==> config.mk <==
export PLATFORM = sky130hd
export DESIGN_NAME = icache_top
export DESIGN_NICKNAME = d
export VERILOG_FILES = /design/src/verilog/icache_pkg.sv /design/src/verilog/refill_if.sv /design/src/verilog/icache_data_array.sv /design/src/verilog/icache_lookup.sv /design/src/verilog/icache_refill_counter.sv /design/src/verilog/icache_refill_fsm.sv /design/src/verilog/icache_top.sv
export SDC_FILE = /design/constraint.sdc
export NUM_CORES = 2
export LEC_CHECK = 0
export ABC_AREA = 0
export BUFFER_PORTS_ARGS = -buffer_cell sky130_fd_sc_hd__buf_4
export CAP_MARGIN = 0
export CELL_PAD_IN_SITES_DETAIL_PLACEMENT = 0
export CELL_PAD_IN_SITES_GLOBAL_PLACEMENT = 1
export CORE_UTILIZATION = 42
export DETAILED_ROUTE_END_ITERATION = 7
export GPL_ROUTABILITY_DRIVEN = 0
export PLACE_DENSITY_LB_ADDON = 0.1
export SETUP_SLACK_MARGIN = 0.3
export SLEW_MARGIN = 20
export SYNTH_ARGS = -nofsm -noshare
export SYNTH_HDL_FRONTEND = slang
export SYNTH_HIERARCHICAL = 1
export SYNTH_SLANG_ARGS = --single-unit
export TNS_END_PERCENT = 1
==> constraint.sdc <==
create_clock -name clk -period 9.5 [get_ports clk]
set_clock_uncertainty 0.1 [all_clocks]
set_input_delay 0.95 -clock clk [delete_from_list [all_inputs] [get_ports clk]]
set_output_delay 0.95 -clock clk [all_outputs]
set_load 0.05 [all_outputs]
==> src/verilog/icache_pkg.sv <==
package icache_pkg;

    // instruction and memory word
    parameter int word_bits = 32;

    // fixed 4-way organization
    parameter int num_ways = 4;
    parameter int way_bits = 2;

    // tree pseudo-LRU, one bit per inner node
    parameter int plru_bits = 3;

    parameter int addr_bits = 32;

    // refill state machine
    typedef enum logic {
        refill_idle = 1'b0,
        refill_busy = 1'b1
    } refill_state_t;

endpackage

==> src/verilog/refill_if.sv <==
`timescale 1ns/10ps

interface refill_if #(
    parameter int index_bits  = 2,
    parameter int offset_bits = 2
);
    localparam int tag_bits   = icache_pkg::addr_bits - index_bits - offset_bits - 2;
    localparam int line_words = 2 ** offset_bits;

    // new miss, from the lookup
    logic                             start;
    logic [tag_bits-1:0]              start_tag;
    logic [index_bits-1:0]            start_index;
    logic [icache_pkg::way_bits-1:0]  start_way;
    logic [offset_bits-1:0]           start_offset;

    // line currently being filled
    logic                             busy;
    logic [tag_bits-1:0]              line_tag;
    logic [index_bits-1:0]            line_index;
    logic [icache_pkg::way_bits-1:0]  line_way;

    // beat progress
    logic [offset_bits-1:0]           beat_offset;
    logic [line_words-1:0]            ready_mask;
    logic                             beat_write;

    modport lookup (
        output start, start_tag, start_index, start_way, start_offset,
        input  busy, line_tag, line_index, ready_mask
    );

    modport fsm (
        input  start, start_tag, start_index, start_way, start_offset,
        output busy, line_tag, line_index, line_way
    );

    modport counter (
        input  start, start_offset, busy,
        output beat_offset, ready_mask, beat_write
    );

    modport data (
        input line_way, line_index, beat_offset, beat_write
    );

endinterface
==> src/verilog/icache_data_array.sv <==
`timescale 1ns/10ps

module icache_data_array #(
    parameter int index_bits  = 2,
    parameter int offset_bits = 2
) (
    input  logic                             clk,
    input  logic                             resetn,
    input  logic                             rd_en,
    input  logic [icache_pkg::way_bits-1:0]  rd_way,
    input  logic [index_bits-1:0]            rd_index,
    input  logic [offset_bits-1:0]           rd_offset,
    input  logic [icache_pkg::word_bits-1:0] mem_rdata,
    output logic                             data_ok,
    output logic [icache_pkg::word_bits-1:0] data,
    refill_if.data                           refill
);
    localparam int pos_bits = icache_pkg::way_bits + index_bits + offset_bits;
    localparam int depth    = 2 ** pos_bits;

    // flat word storage addressed by {way, index, offset}
    logic [icache_pkg::word_bits-1:0] mem [depth];

    logic [pos_bits-1:0] rd_pos;
    logic [pos_bits-1:0] wr_pos;

    assign rd_pos = {rd_way, rd_index, rd_offset};
    assign wr_pos = {refill.line_way, refill.line_index, refill.beat_offset};

    always_ff @(posedge clk) begin
        if (refill.beat_write) begin
            mem[wr_pos] <= mem_rdata;
        end
        if (rd_en) begin
            data <= mem[rd_pos];
        end
    end

    always_ff @(posedge clk) begin
        if (resetn) begin
            data_ok <= 1'b0;
        end else begin
            data_ok <= rd_en;
        end
    end

endmodule

==> src/verilog/icache_lookup.sv <==
`timescale 1ns/10ps

module icache_lookup #(
    parameter int index_bits  = 2,
    parameter int offset_bits = 2
) (
    input  logic                             clk,
    input  logic                             resetn,
    input  logic                             req,
    input  logic [icache_pkg::addr_bits-1:0] addr,
    input  logic                             mem_last,
    output logic                             addr_ok,
    output logic [icache_pkg::way_bits-1:0]  hit_way,
    refill_if.lookup                         refill
);
    localparam int num_sets = 2 ** index_bits;
    localparam int tag_bits = icache_pkg::addr_bits - index_bits - offset_bits - 2;

    // per-set metadata
    logic [icache_pkg::num_ways-1:0]  valid [num_sets];
    logic [tag_bits-1:0]              tags  [num_sets][icache_pkg::num_ways];
    logic [icache_pkg::plru_bits-1:0] plru  [num_sets];

    // address fields
    logic [tag_bits-1:0]    req_tag;
    logic [index_bits-1:0]  req_index;
    logic [offset_bits-1:0] req_offset;

    assign req_offset = addr[offset_bits+1:2];
    assign req_index  = addr[index_bits+offset_bits+1:offset_bits+2];
    assign req_tag    = addr[icache_pkg::addr_bits-1:index_bits+offset_bits+2];

    logic [icache_pkg::num_ways-1:0]  hit_bits;
    logic                             hit;
    logic [icache_pkg::plru_bits-1:0] cur_plru;
    logic [icache_pkg::plru_bits-1:0] next_plru;
    logic [icache_pkg::way_bits-1:0]  victim;
    logic                             in_refill;
    logic                             word_ready;

    // compare all four ways
    always_comb begin
        hit_way = '0;
        for (int i = 0; i < icache_pkg::num_ways; i++) begin
            hit_bits[i] = valid[req_index][i] && (tags[req_index][i] == req_tag);
            if (hit_bits[i]) begin
                hit_way = icache_pkg::way_bits'(i);
            end
        end
    end

    assign hit = |hit_bits;

    // plru tree: bit 0 is the root, bit 1 covers ways 0/1, bit 2 covers ways 2/3
    assign cur_plru = plru[req_index];
    assign victim   = cur_plru[0] ? {1'b1, cur_plru[2]} : {1'b0, cur_plru[1]};

    // point every node on the path away from the way just used
    always_comb begin
        next_plru    = cur_plru;
        next_plru[0] = ~hit_way[1];
        if (hit_way[1]) begin
            next_plru[2] = ~hit_way[0];
        end else begin
            next_plru[1] = ~hit_way[0];
        end
    end

    // line under refill: only words already written may be read
    assign in_refill  = refill.busy && (refill.line_tag == req_tag) &&
                        (refill.line_index == req_index);
    assign word_ready = !in_refill || refill.ready_mask[req_offset];

    assign addr_ok = req && hit && word_ready;

    // a new miss may start once the refill port is free or freeing up
    assign refill.start        = req && !hit && (!refill.busy || mem_last);
    assign refill.start_tag    = req_tag;
    assign refill.start_index  = req_index;
    assign refill.start_way    = victim;
    assign refill.start_offset = req_offset;

    always_ff @(posedge clk) begin
        if (resetn) begin
            for (int s = 0; s < num_sets; s++) begin
                valid[s] <= '0;
                plru[s]  <= '0;
            end
        end else begin
            if (addr_ok) begin
                plru[req_index] <= next_plru;
            end
            if (refill.start) begin
                valid[req_index][victim] <= 1'b1;
            end
        end
    end

    // victim tag is claimed at once, before any data arrives
    always_ff @(posedge clk) begin
        if (refill.start) begin
            tags[req_index][victim] <= req_tag;
        end
    end

endmodule

==> src/verilog/icache_refill_counter.sv <==
`timescale 1ns/10ps

module icache_refill_counter #(
    parameter int index_bits  = 2,
    parameter int offset_bits = 2
) (
    input  logic       clk,
    input  logic       resetn,
    input  logic       mem_okay,
    refill_if.counter  refill
);
    localparam int line_words = 2 ** offset_bits;

    // a beat only counts while a refill is open
    assign refill.beat_write = mem_okay && refill.busy;

    always_ff @(posedge clk) begin
        if (resetn) begin
            refill.beat_offset <= '0;
            refill.ready_mask  <= '0;
        end else if (refill.start) begin
            // new line restarts at its critical word
            refill.beat_offset <= refill.start_offset;
            refill.ready_mask  <= '0;
        end else if (refill.beat_write) begin
            for (int w = 0; w < line_words; w++) begin
                if (refill.beat_offset == offset_bits'(w)) begin
                    refill.ready_mask[w] <= 1'b1;
                end
            end
            // natural wrap within the line
            refill.beat_offset <= refill.beat_offset + 1'b1;
        end
    end

endmodule

==> src/verilog/icache_refill_fsm.sv <==
`timescale 1ns/10ps

module icache_refill_fsm #(
    parameter int index_bits  = 2,
    parameter int offset_bits = 2
) (
    input  logic                             clk,
    input  logic                             resetn,
    input  logic                             mem_okay,
    input  logic                             mem_last,
    output logic                             mem_valid,
    output logic [icache_pkg::addr_bits-1:0] mem_addr,
    refill_if.fsm                            refill
);
    icache_pkg::refill_state_t state;
    icache_pkg::refill_state_t state_next;

    logic last_beat;

    assign last_beat = mem_okay && mem_last;

    always_comb begin
        state_next = state;
        case (state)
            icache_pkg::refill_idle: begin
                if (refill.start) begin
                    state_next = icache_pkg::refill_busy;
                end
            end
            icache_pkg::refill_busy: begin
                // back-to-back miss keeps the machine busy
                if (last_beat && !refill.start) begin
                    state_next = icache_pkg::refill_idle;
                end
            end
            default: begin
                state_next = icache_pkg::refill_idle;
            end
        endcase
    end

    always_ff @(posedge clk) begin
        if (resetn) begin
            state <= icache_pkg::refill_idle;
        end else begin
            state <= state_next;
        end
    end

    // latch the miss line and the critical word address
    always_ff @(posedge clk) begin
        if (refill.start) begin
            refill.line_tag   <= refill.start_tag;
            refill.line_index <= refill.start_index;
            refill.line_way   <= refill.start_way;
            mem_addr <= {refill.start_tag, refill.start_index, refill.start_offset, 2'b00};
        end
    end

    assign refill.busy = (state == icache_pkg::refill_busy);
    assign mem_valid   = refill.busy;

endmodule

==> src/verilog/icache_top.sv <==
`timescale 1ns/10ps

module icache_top #(
    parameter int index_bits  = 2,
    parameter int offset_bits = 2
) (
    input  logic                             clk,
    input  logic                             resetn,

    // fetch side
    input  logic                             req,
    input  logic [icache_pkg::addr_bits-1:0] addr,
    output logic                             addr_ok,
    output logic                             data_ok,
    output logic [icache_pkg::word_bits-1:0] data,

    // memory read port
    output logic                             mem_valid,
    output logic [icache_pkg::addr_bits-1:0] mem_addr,
    input  logic                             mem_okay,
    input  logic                             mem_last,
    input  logic [icache_pkg::word_bits-1:0] mem_rdata
);
    logic [icache_pkg::way_bits-1:0] hit_way;
    logic                            accept;

    assign accept = req && addr_ok;

    refill_if #(
        .index_bits  (index_bits),
        .offset_bits (offset_bits)
    ) refill ();

    icache_lookup #(
        .index_bits  (index_bits),
        .offset_bits (offset_bits)
    ) i_icache_lookup (
        .clk      (clk),
        .resetn   (resetn),
        .req      (req),
        .addr     (addr),
        .mem_last (mem_last),
        .addr_ok  (addr_ok),
        .hit_way  (hit_way),
        .refill   (refill.lookup)
    );

    icache_refill_fsm #(
        .index_bits  (index_bits),
        .offset_bits (offset_bits)
    ) i_icache_refill_fsm (
        .clk       (clk),
        .resetn    (resetn),
        .mem_okay  (mem_okay),
        .mem_last  (mem_last),
        .mem_valid (mem_valid),
        .mem_addr  (mem_addr),
        .refill    (refill.fsm)
    );

    icache_refill_counter #(
        .index_bits  (index_bits),
        .offset_bits (offset_bits)
    ) i_icache_refill_counter (
        .clk      (clk),
        .resetn   (resetn),
        .mem_okay (mem_okay),
        .refill   (refill.counter)
    );

    // read address comes straight from the fetch address
    icache_data_array #(
        .index_bits  (index_bits),
        .offset_bits (offset_bits)
    ) i_icache_data_array (
        .clk       (clk),
        .resetn    (resetn),
        .rd_en     (accept),
        .rd_way    (hit_way),
        .rd_index  (addr[index_bits+offset_bits+1:offset_bits+2]),
        .rd_offset (addr[offset_bits+1:2]),
        .mem_rdata (mem_rdata),
        .data_ok   (data_ok),
        .data      (data),
        .refill    (refill.data)
    );

endmodule

# Word level (Yosys, flattened, before mapping)
# Memories as Yosys holds them, arrays and structs flattened. A register that Yosys moved wholly into a read port is not among the register bits.
# Cells that the tools add are included.
[word_totals]
memories = 4
reg_bits = 68
elab_cells = 99
ramBits = 2492
[classes]
n_bitwise = 4
eq_ne = 9
reduce_logical = 32
mux = 33
n_addsub = 1
magnitude_cmp = 5
[memory_table]
columns = ["name", "depth", "word_bits", "rd", "rd_clocked_by_memory_dff", "write_ports", "line", "rtl"]
rows = [
  ["i_icache_data_array.mem", 64, 32, 1, 1, 1, "icache_data_array.sv:22", "logic [icache_pkg::word_bits-1:0] mem [depth];"],
  ["i_icache_lookup.tags", 4, 104, 1, 0, 1, "icache_lookup.sv:21", "logic [tag_bits-1:0] tags [num_sets][icache_pkg::num_ways];"],
  ["i_icache_lookup.valid", 4, 4, 1, 0, 4, "icache_lookup.sv:20", "logic [icache_pkg::num_ways-1:0] valid [num_sets];"],
  ["i_icache_lookup.plru", 4, 3, 1, 0, 4, "icache_lookup.sv:22", "logic [icache_pkg::plru_bits-1:0] plru [num_sets];"],
]
[ops]
columns = ["operator", "n"]
rows = [
  ["$eq A26 B26 Y1", 5],
  ["$mux W104", 1],
  ["$demux W26 S2", 1],
  ["$mux W26", 1],
  ["$logic_and A1 B1 Y1", 16],
  ["$mux W1", 16],
  ["$mux W2", 7],
  ["$mux W4", 3],
  ["$reduce_and A2 Y1", 4],
  ["$reduce_or A4 Y1", 2],
  ["$lt A2 B3 Y1 const B", 2],
  ["$eq A2 B2 Y1 const B", 2],
  ["$logic_not A1 Y1", 4],
  ["$ge A3 B3 Y1 const B", 1],
  ["$lt A3 B1 Y1 const B", 1],
  ["$mux W3", 1],
  ["$not A1 Y1", 3],
  ["$not A2 Y3", 1],
  ["$reduce_or A3 Y1", 1],
  ["$add A2 B1 Y2 const B", 1],
  ["$bmux W1 S2", 1],
  ["$demux W1 S2", 1],
  ["$eq A2 B1 Y1 const B", 1],
  ["$eq A2 B2 Y1", 1],
  ["6 further kinds", 7],
]

# Longest topological paths before layout
# An unclocked memory read counts as a cell.
[logic_depth]
ltp_word = 12
mapped_depth = 20
mapped_depth_nobuf = 12

# Hierarchy
# Netlist, hierarchy kept.
[by_module_without_submodules]
columns = ["module", "cells_per_inst", "instances", "seq_area_each_um2", "area_per_inst_um2"]
rows = [
  ["icache_data_array", 3372, 1, 62479.9, 78943.2],
  ["icache_lookup", 1127, 1, 13332.8, 19314.8],
  ["icache_refill_fsm", 68, 1, 980.9, 1239.9],
  ["icache_refill_counter", 32, 1, 120.1, 322.8],
  ["icache_top", 1, 1, 0.0, 6.3],
]

# Worst setup path before layout
# OpenSTA, ideal clock, no wires.
[synth_timing]
path_kind = "input -> register"
from = "input addr[4] in the netlist's numbering"
to = "register i_icache_refill_counter.refill.beat_offset[0]"
n_path_buf = 7
setup_slack_ns = 3.885
cell_stages = 17
t_required_ns = 9.297
arrival_time_ns = 5.412
path_cell_list = "buf_6 > buf_6 > buf_6 > buf_6 > mux4_2 > xnor2_1 > nand4_1 > nor3_1 > nand4_1 > o21ai_0 > or3_1 > buf_4 > buf_4 > nor2_1 > buf_6 > and4b_1 > a2111oi_2"
[synth_between]
elab_chain_cells = 8
elab_cells_between_ends = 16
cone_classes = "4 x eq/ne; 1 x mux; 9 x reduce/logical; 2 x memory"
[synth_lines]
columns = ["item", "line", "rtl"]
rows = [
  ["from (decl)", "icache_top.sv:12", "input logic [icache_pkg::addr_bits-1:0] addr,"],
  ["$mem_v2 Z4 W104", "n/a", ""],
  ["$eq A26 B26 Y1", "icache_lookup.sv:45", "hit_bits[i] = valid[req_index][i] && (tags[req_index][i] == req_tag);"],
  ["$logic_and A1 B1 Y1", "icache_lookup.sv:45", ""],
  ["$reduce_or A4 Y1 (*)", "icache_lookup.sv:52", "assign hit = |hit_bits;"],
  ["$logic_not A1 Y1 (*)", "icache_lookup.sv:77", "assign refill.start = req && !hit && (!refill.busy || mem_last);"],
  ["$logic_and A1 B1 Y1 (*) (2 in series)", "icache_lookup.sv:77", ""],
  ["named net refill.start", "refill_if.sv:11", "logic start;"],
  ["$mux W2 / $reduce_bool A2 Y1 (equally long branches)", "n/a", ""],
  ["to (signal assigned)", "icache_refill_counter.sv:23", "refill.beat_offset <= refill.start_offset;"],
  ["to (signal assigned)", "icache_refill_counter.sv:32", "refill.beat_offset <= refill.beat_offset + 1'b1;"],
  ["to (decl)", "refill_if.sv:40", "output beat_offset, ready_mask, beat_write"],
]
# The timed path passes the listed nets; every way through them passes the cells marked *.
# A chain may end at the register's enable or synchronous reset.

# Worst setup path in the final report
[layout_timing]
from = "input addr[4] in the netlist's numbering"
to = "register i_icache_data_array/data[21] in the netlist's numbering, read port of i_icache_data_array.mem (data pin)"
[layout_between]
elab_cells_between_ends = 21
cone_classes = "5 x eq/ne; 3 x mux; 11 x reduce/logical; 2 x memory"
[layout_lines]
columns = ["item", "line", "rtl"]
rows = [
  ["$mem_v2 Z4 W104", "n/a", ""],
  ["$eq A26 B26 Y1", "icache_lookup.sv:45", ""],
  ["$logic_and A1 B1 Y1", "icache_lookup.sv:45", ""],
  ["$mux W1", "icache_lookup.sv:46", "if (hit_bits[i]) begin"],
  ["$mux W2", "icache_lookup.sv:46", ""],
  ["$mux W2 (*)", "icache_lookup.sv:46", ""],
  ["named net hit_way, one bit", "icache_top.sv:24", "logic [icache_pkg::way_bits-1:0] hit_way;"],
  ["to (decl)", "icache_data_array.sv:15", "output logic [icache_pkg::word_bits-1:0] data,"],
]
# Marked as above.

==> impl_results.rst <==
.. list-table::
   :header-rows: 1

   * - Metric
     - Value
   * - Status
     - finished, final reports clean
   * - Data arrival time of the critical path
     - 7360 ps
   * - Ys async rst share
     - 0
   * - Critical register-to-register path endpoint
     - i_icache_data_array/data[21]
   * - Area of the multi-input gates
     - 21400 um^2
   * - Switching Fraction
     - 0.210
   * - Critical path buffer and inverter count
     - 5
   * - Routed len/inst
     - 32.7 um
   * - Clock root buffer
     - sky130_fd_sc_hd__clkbuf_16
   * - Slowest library cell on the worst path
     - sky130_fd_sc_hd__buf_4
   * - Top cells by area, synth
     - sky130_fd_sc_hd__edfxtp_1 (77%), sky130_fd_sc_hd__mux4_2 (13%), sky130_fd_sc_hd__mux2i_1 (1.6%), sky130_fd_sc_hd__buf_4 (0.79%), sky130_fd_sc_hd__o22ai_1 (0.77%)
   * - Number of buffers inserted by post-CTS setup repair
     - 0
   * - Tot GR Track Use
     - 0.224
   * - Via count normalized by instance count
     - 5.82
   * - DRC violation count after routing
     - 0
   * - Clock slew at the register clock pins of the worst setup and hold paths
     - 60 ps
   * - Layout cell share with drive strength beyond 1
     - 0.266
   * - Count of flip-flops with a built-in enable after synthesis
     - 2556
   * - Remaining antenna violation count
     - 0
   * - Switching power
     - 0.00501 W
   * - Largest fanout of any net on the critical path
     - 83
   * - Count of standard-cell rows
     - 178
   * - Pin count of the biggest net entering global routing
     - 129
   * - Layout area overhead
     - 13.2%
   * - Count leader, synth
     - sky130_fd_sc_hd__edfxtp_1
   * - Final cell area excluding filler cells
     - 113000 um^2
   * - Max capacitance violation total
     - 0
   * - Input/output buffers
     - 131
   * - Worst skew pair latency
     - 910 ps
   * - Number of nets in the layout
     - 4920
   * - Hold Path Class
     - in2reg
   * - Cell repeated most along the worst path
     - sky130_fd_sc_hd__buf_4
   * - Sequential cell area in the final layout
     - 76900 um^2
   * - Worst IR Drop VDD
     - 0.141 mV
   * - Mean Syn Cell Area
     - 21.7 um^2
   * - Worst setup SP type
     - primary input
   * - Req. time, crit path
     - 10140 ps
   * - Hold Path Stages
     - 2
   * - Cell Area, Synth
     - 99800 um^2
   * - Worst Hold End
     - i_icache_refill_fsm/mem_valid
   * - CTS H-Tree Depth
     - 5
   * - Sequential cell fraction of total power
     - 0.524
   * - Achievable clock frequency
     - 0.149 GHz
   * - Drt initial violations
     - 4481
   * - Register-to-Register Setup Slack
     - 3600 ps
   * - Util after Layout
     - 0.479
   * - Wire length of the first global-routing pass
     - 376000 um
   * - Detailed Routing Iterations Pass 1
     - 5
   * - Endpoint class of the critical path
     - flip-flop
   * - Area leader, netlist
     - sky130_fd_sc_hd__edfxtp_1
   * - Gate power share
     - 0.045
   * - Relative slew slack
     - 0.302
   * - Ratio of final minimum period to clock period
     - 0.707
   * - Unrepaired setup endpoints after global routing
     - false
   * - Number of cell instances on the worst register-to-register path
     - 15
   * - Full die area
     - 240000 um^2
   * - Initial antenna violation count
     - 15
   * - Vias post-DR
     - 47700
   * - Kind of critical path
     - in2reg
   * - Total count of max-transition violations in the final report
     - 0
   * - Number of buffers on the longest clock path
     - 4
   * - #FFs+latches synth
     - 2564
   * - Setup total negative slack
     - 0 ps
   * - Number of gates given a new drive strength after cts
     - 0
   * - Synthesis warning total
     - 6
   * - Sequential share of the synthesized area
     - 0.770
   * - Cell breakdown of the critical path
     - buf_8, buf_4, mux4_2, xor2_1, nor4_1, nand2_1, nor4_4, o21bai_4, buf_4, nor2_1, nand2_1, buf_4, o22ai_1, nor3_1, buf_4, o22a_1
   * - Number of buffers added to fix hold violations after cts
     - 0
   * - Final hold viol count
     - 0
   * - DIE WIDTH
     - 490 um
   * - Routed WL
     - 268000 um
   * - Via count of the first global-routing pass
     - 48000
   * - Total half-perimeter wirelength after legalization and detailed placement
     - 148000 um
   * - Top-Level Pins
     - 136
   * - Clock network fraction of design power
     - 0.431
   * - Global-route congestion overflow total
     - 0
   * - Period minus WS final
     - 6720 ps
   * - Synth cell types
     - 71
   * - Cell area power density
     - 212 nW/um^2
   * - CP peak stage delay
     - 720 ps
   * - Vert. Die Dim
     - 490 um
   * - Worst Tran Pin Value
     - 1040 ps
   * - Cell internal power dissipation
     - 0.0189 W
   * - TritonCTS clock tree
     - done
   * - Largest delay contributor family on the critical path
     - simple AND/OR/NAND/NOR gates
   * - Startpoint of the worst hold path
     - mem_last
   * - Post-placement cell area
     - 104000 um^2
   * - Most used flip-flop cell after synthesis
     - sky130_fd_sc_hd__edfxtp_1
   * - Standby leakage power
     - 35.1 nW
   * - Final setup violating endpoints
     - 0
   * - RR Startpoint
     - i_icache_lookup/tags[3][10]
   * - TritonCTS Sinks
     - 2564
   * - Initial standard-cell utilization of the core
     - 0.423
   * - Number of buffers created by CTS
     - 292
   * - Layout filler cell count
     - 19400
   * - Leading cell types by count after synthesis
     - sky130_fd_sc_hd__edfxtp_1 (2556), sky130_fd_sc_hd__mux4_2 (563), sky130_fd_sc_hd__mux2i_1 (156)
   * - Number of instances in the synthesized netlist
     - 4600
   * - Area share of the largest cell type after synthesis
     - 0.769
   * - Area of the core
     - 236000 um^2
## kinds of logic (layout without fill, tap and decap cells)
group | count (synthesis) | count (layout) | synth area share
xor+xnor | 110 | 110 | 0.00965
fa+ha+maj | 4 | 4 | 0.000501
other cells | 1 | 9 | 0.0000376
flops | 2564 | 2564 | 0.770
mux | 767 | 767 | 0.148
simple gates | 421 | 421 | 0.0214
buf+inv | 339 | 770 | 0.0214
compound gates | 394 | 394 | 0.0285
## stage by stage
stage	worst slack, ps	hold WS, ps	instances	total power, W
finish	2780	201	8189	0.0239
global route	2520	153	8183	0.0246
CTS	2610	131	8182	0.0242
detailed placement	1690	418	7703	0.0139
global placement	1730	399	7703	0.0139
floorplan	3880	381	4601	0.0134
## per-layer routing
metal  global-route usage  vias to the layer above  wire length [um]
li1                     -                    19800                 -
met1                0.330                    26100            121000
met2                0.355                     1377            127000
met3               0.0325                      351             14200
met4               0.0523                        6              5710
met5                    0                        -                35
## placed cells by master, fill, tap and decap left out, types with 33 or more instances in the layout
master	synthesis	routed
sky130_fd_sc_hd__edfxtp_1	2556	2556
sky130_fd_sc_hd__mux4_2	563	563
sky130_fd_sc_hd__clkbuf_16	0	295
sky130_fd_sc_hd__buf_4	105	263
sky130_fd_sc_hd__mux2i_1	156	156
sky130_fd_sc_hd__o22ai_1	123	123
sky130_fd_sc_hd__xnor2_1	73	73
sky130_fd_sc_hd__clkbuf_1	82	69
sky130_fd_sc_hd__nand2_1	67	67
sky130_fd_sc_hd__nor2_4	0	63
sky130_fd_sc_hd__clkinv_1	1	56
sky130_fd_sc_hd__nor2_1	112	49
sky130_fd_sc_hd__mux2_2	47	47
sky130_fd_sc_hd__a211oi_1	41	41
sky130_fd_sc_hd__o221ai_1	39	39
sky130_fd_sc_hd__nor2b_1	38	37
sky130_fd_sc_hd__nor3_1	55	37
sky130_fd_sc_hd__xor2_1	37	37
sky130_fd_sc_hd__clkinv_2	0	35
sky130_fd_sc_hd__a22oi_1	33	33
sky130_fd_sc_hd__nand4_1	33	33
## registers in the layout, summed over array words and instances (netlist names)
signal                                      count
i_icache_refill_counter/refill.ready_mask       4
i_icache_refill_fsm/mem_valid                   1
i_icache_lookup/plru                           12
i_icache_refill_fsm/mem_addr                    3
i_icache_refill_fsm/refill.line_index           1
i_icache_data_array/mem                      2048
i_icache_refill_counter/refill.beat_offset      2
i_icache_lookup/tags                          416
i_icache_lookup/valid                          16
i_icache_refill_fsm/refill.line_way             2
i_icache_refill_fsm/refill.line_tag            26
i_icache_data_array/data                       32
i_icache_data_array/data_ok                     1
## power groups by stage
stage / clock [W] / sequential, W / combinational, W
final: 0.0103 / 0.0125 / 0.00107
after global routing: 0.0109 / 0.0125 / 0.00115
after CTS: 0.0105 / 0.0125 / 0.00110
after detailed placement: 0 / 0.0128 / 0.00110
after global placement: 0 / 0.0128 / 0.00108
after floorplan: 0 / 0.0128 / 0.000649
## cell type report
class	count	area share
Antenna cell	7	0.000155
Clock buffer	364	0.0676
Multi-Input combinational cell	1698	0.189
Sequential cell	2564	0.681
Timing Repair Buffer	274	0.0192
Inverter	17	0.000565
Tap cell	3150	0.0349
Clock inverter	115	0.00774
## worst reg2reg max path, delay by kind of cell (launching register included)
family,cells,cell delay (ps)
simple gates,7,2790
compound gates,4,1030
buf+inv,3,950
mux,1,470
flops,1,400
## worst max-delay path by stage
| stage | cells past startpoint | from | to | slack, ps |
|---|---|---|---|---|
| floorplan | 17 | addr[4] | i_icache_refill_counter/refill.beat_offset[0] | 3880 |
| global placement | 16 | addr[4] | i_icache_data_array/data[21] | 1730 |
| detailed placement | 16 | addr[4] | i_icache_data_array/data[21] | 1690 |
| CTS | 16 | addr[4] | i_icache_data_array/data[21] | 2610 |
| global route | 16 | addr[4] | i_icache_data_array/data[21] | 2520 |
| finish | 16 | addr[4] | i_icache_data_array/data[21] | 2780 |
Power figures use the tool's default switching activity.
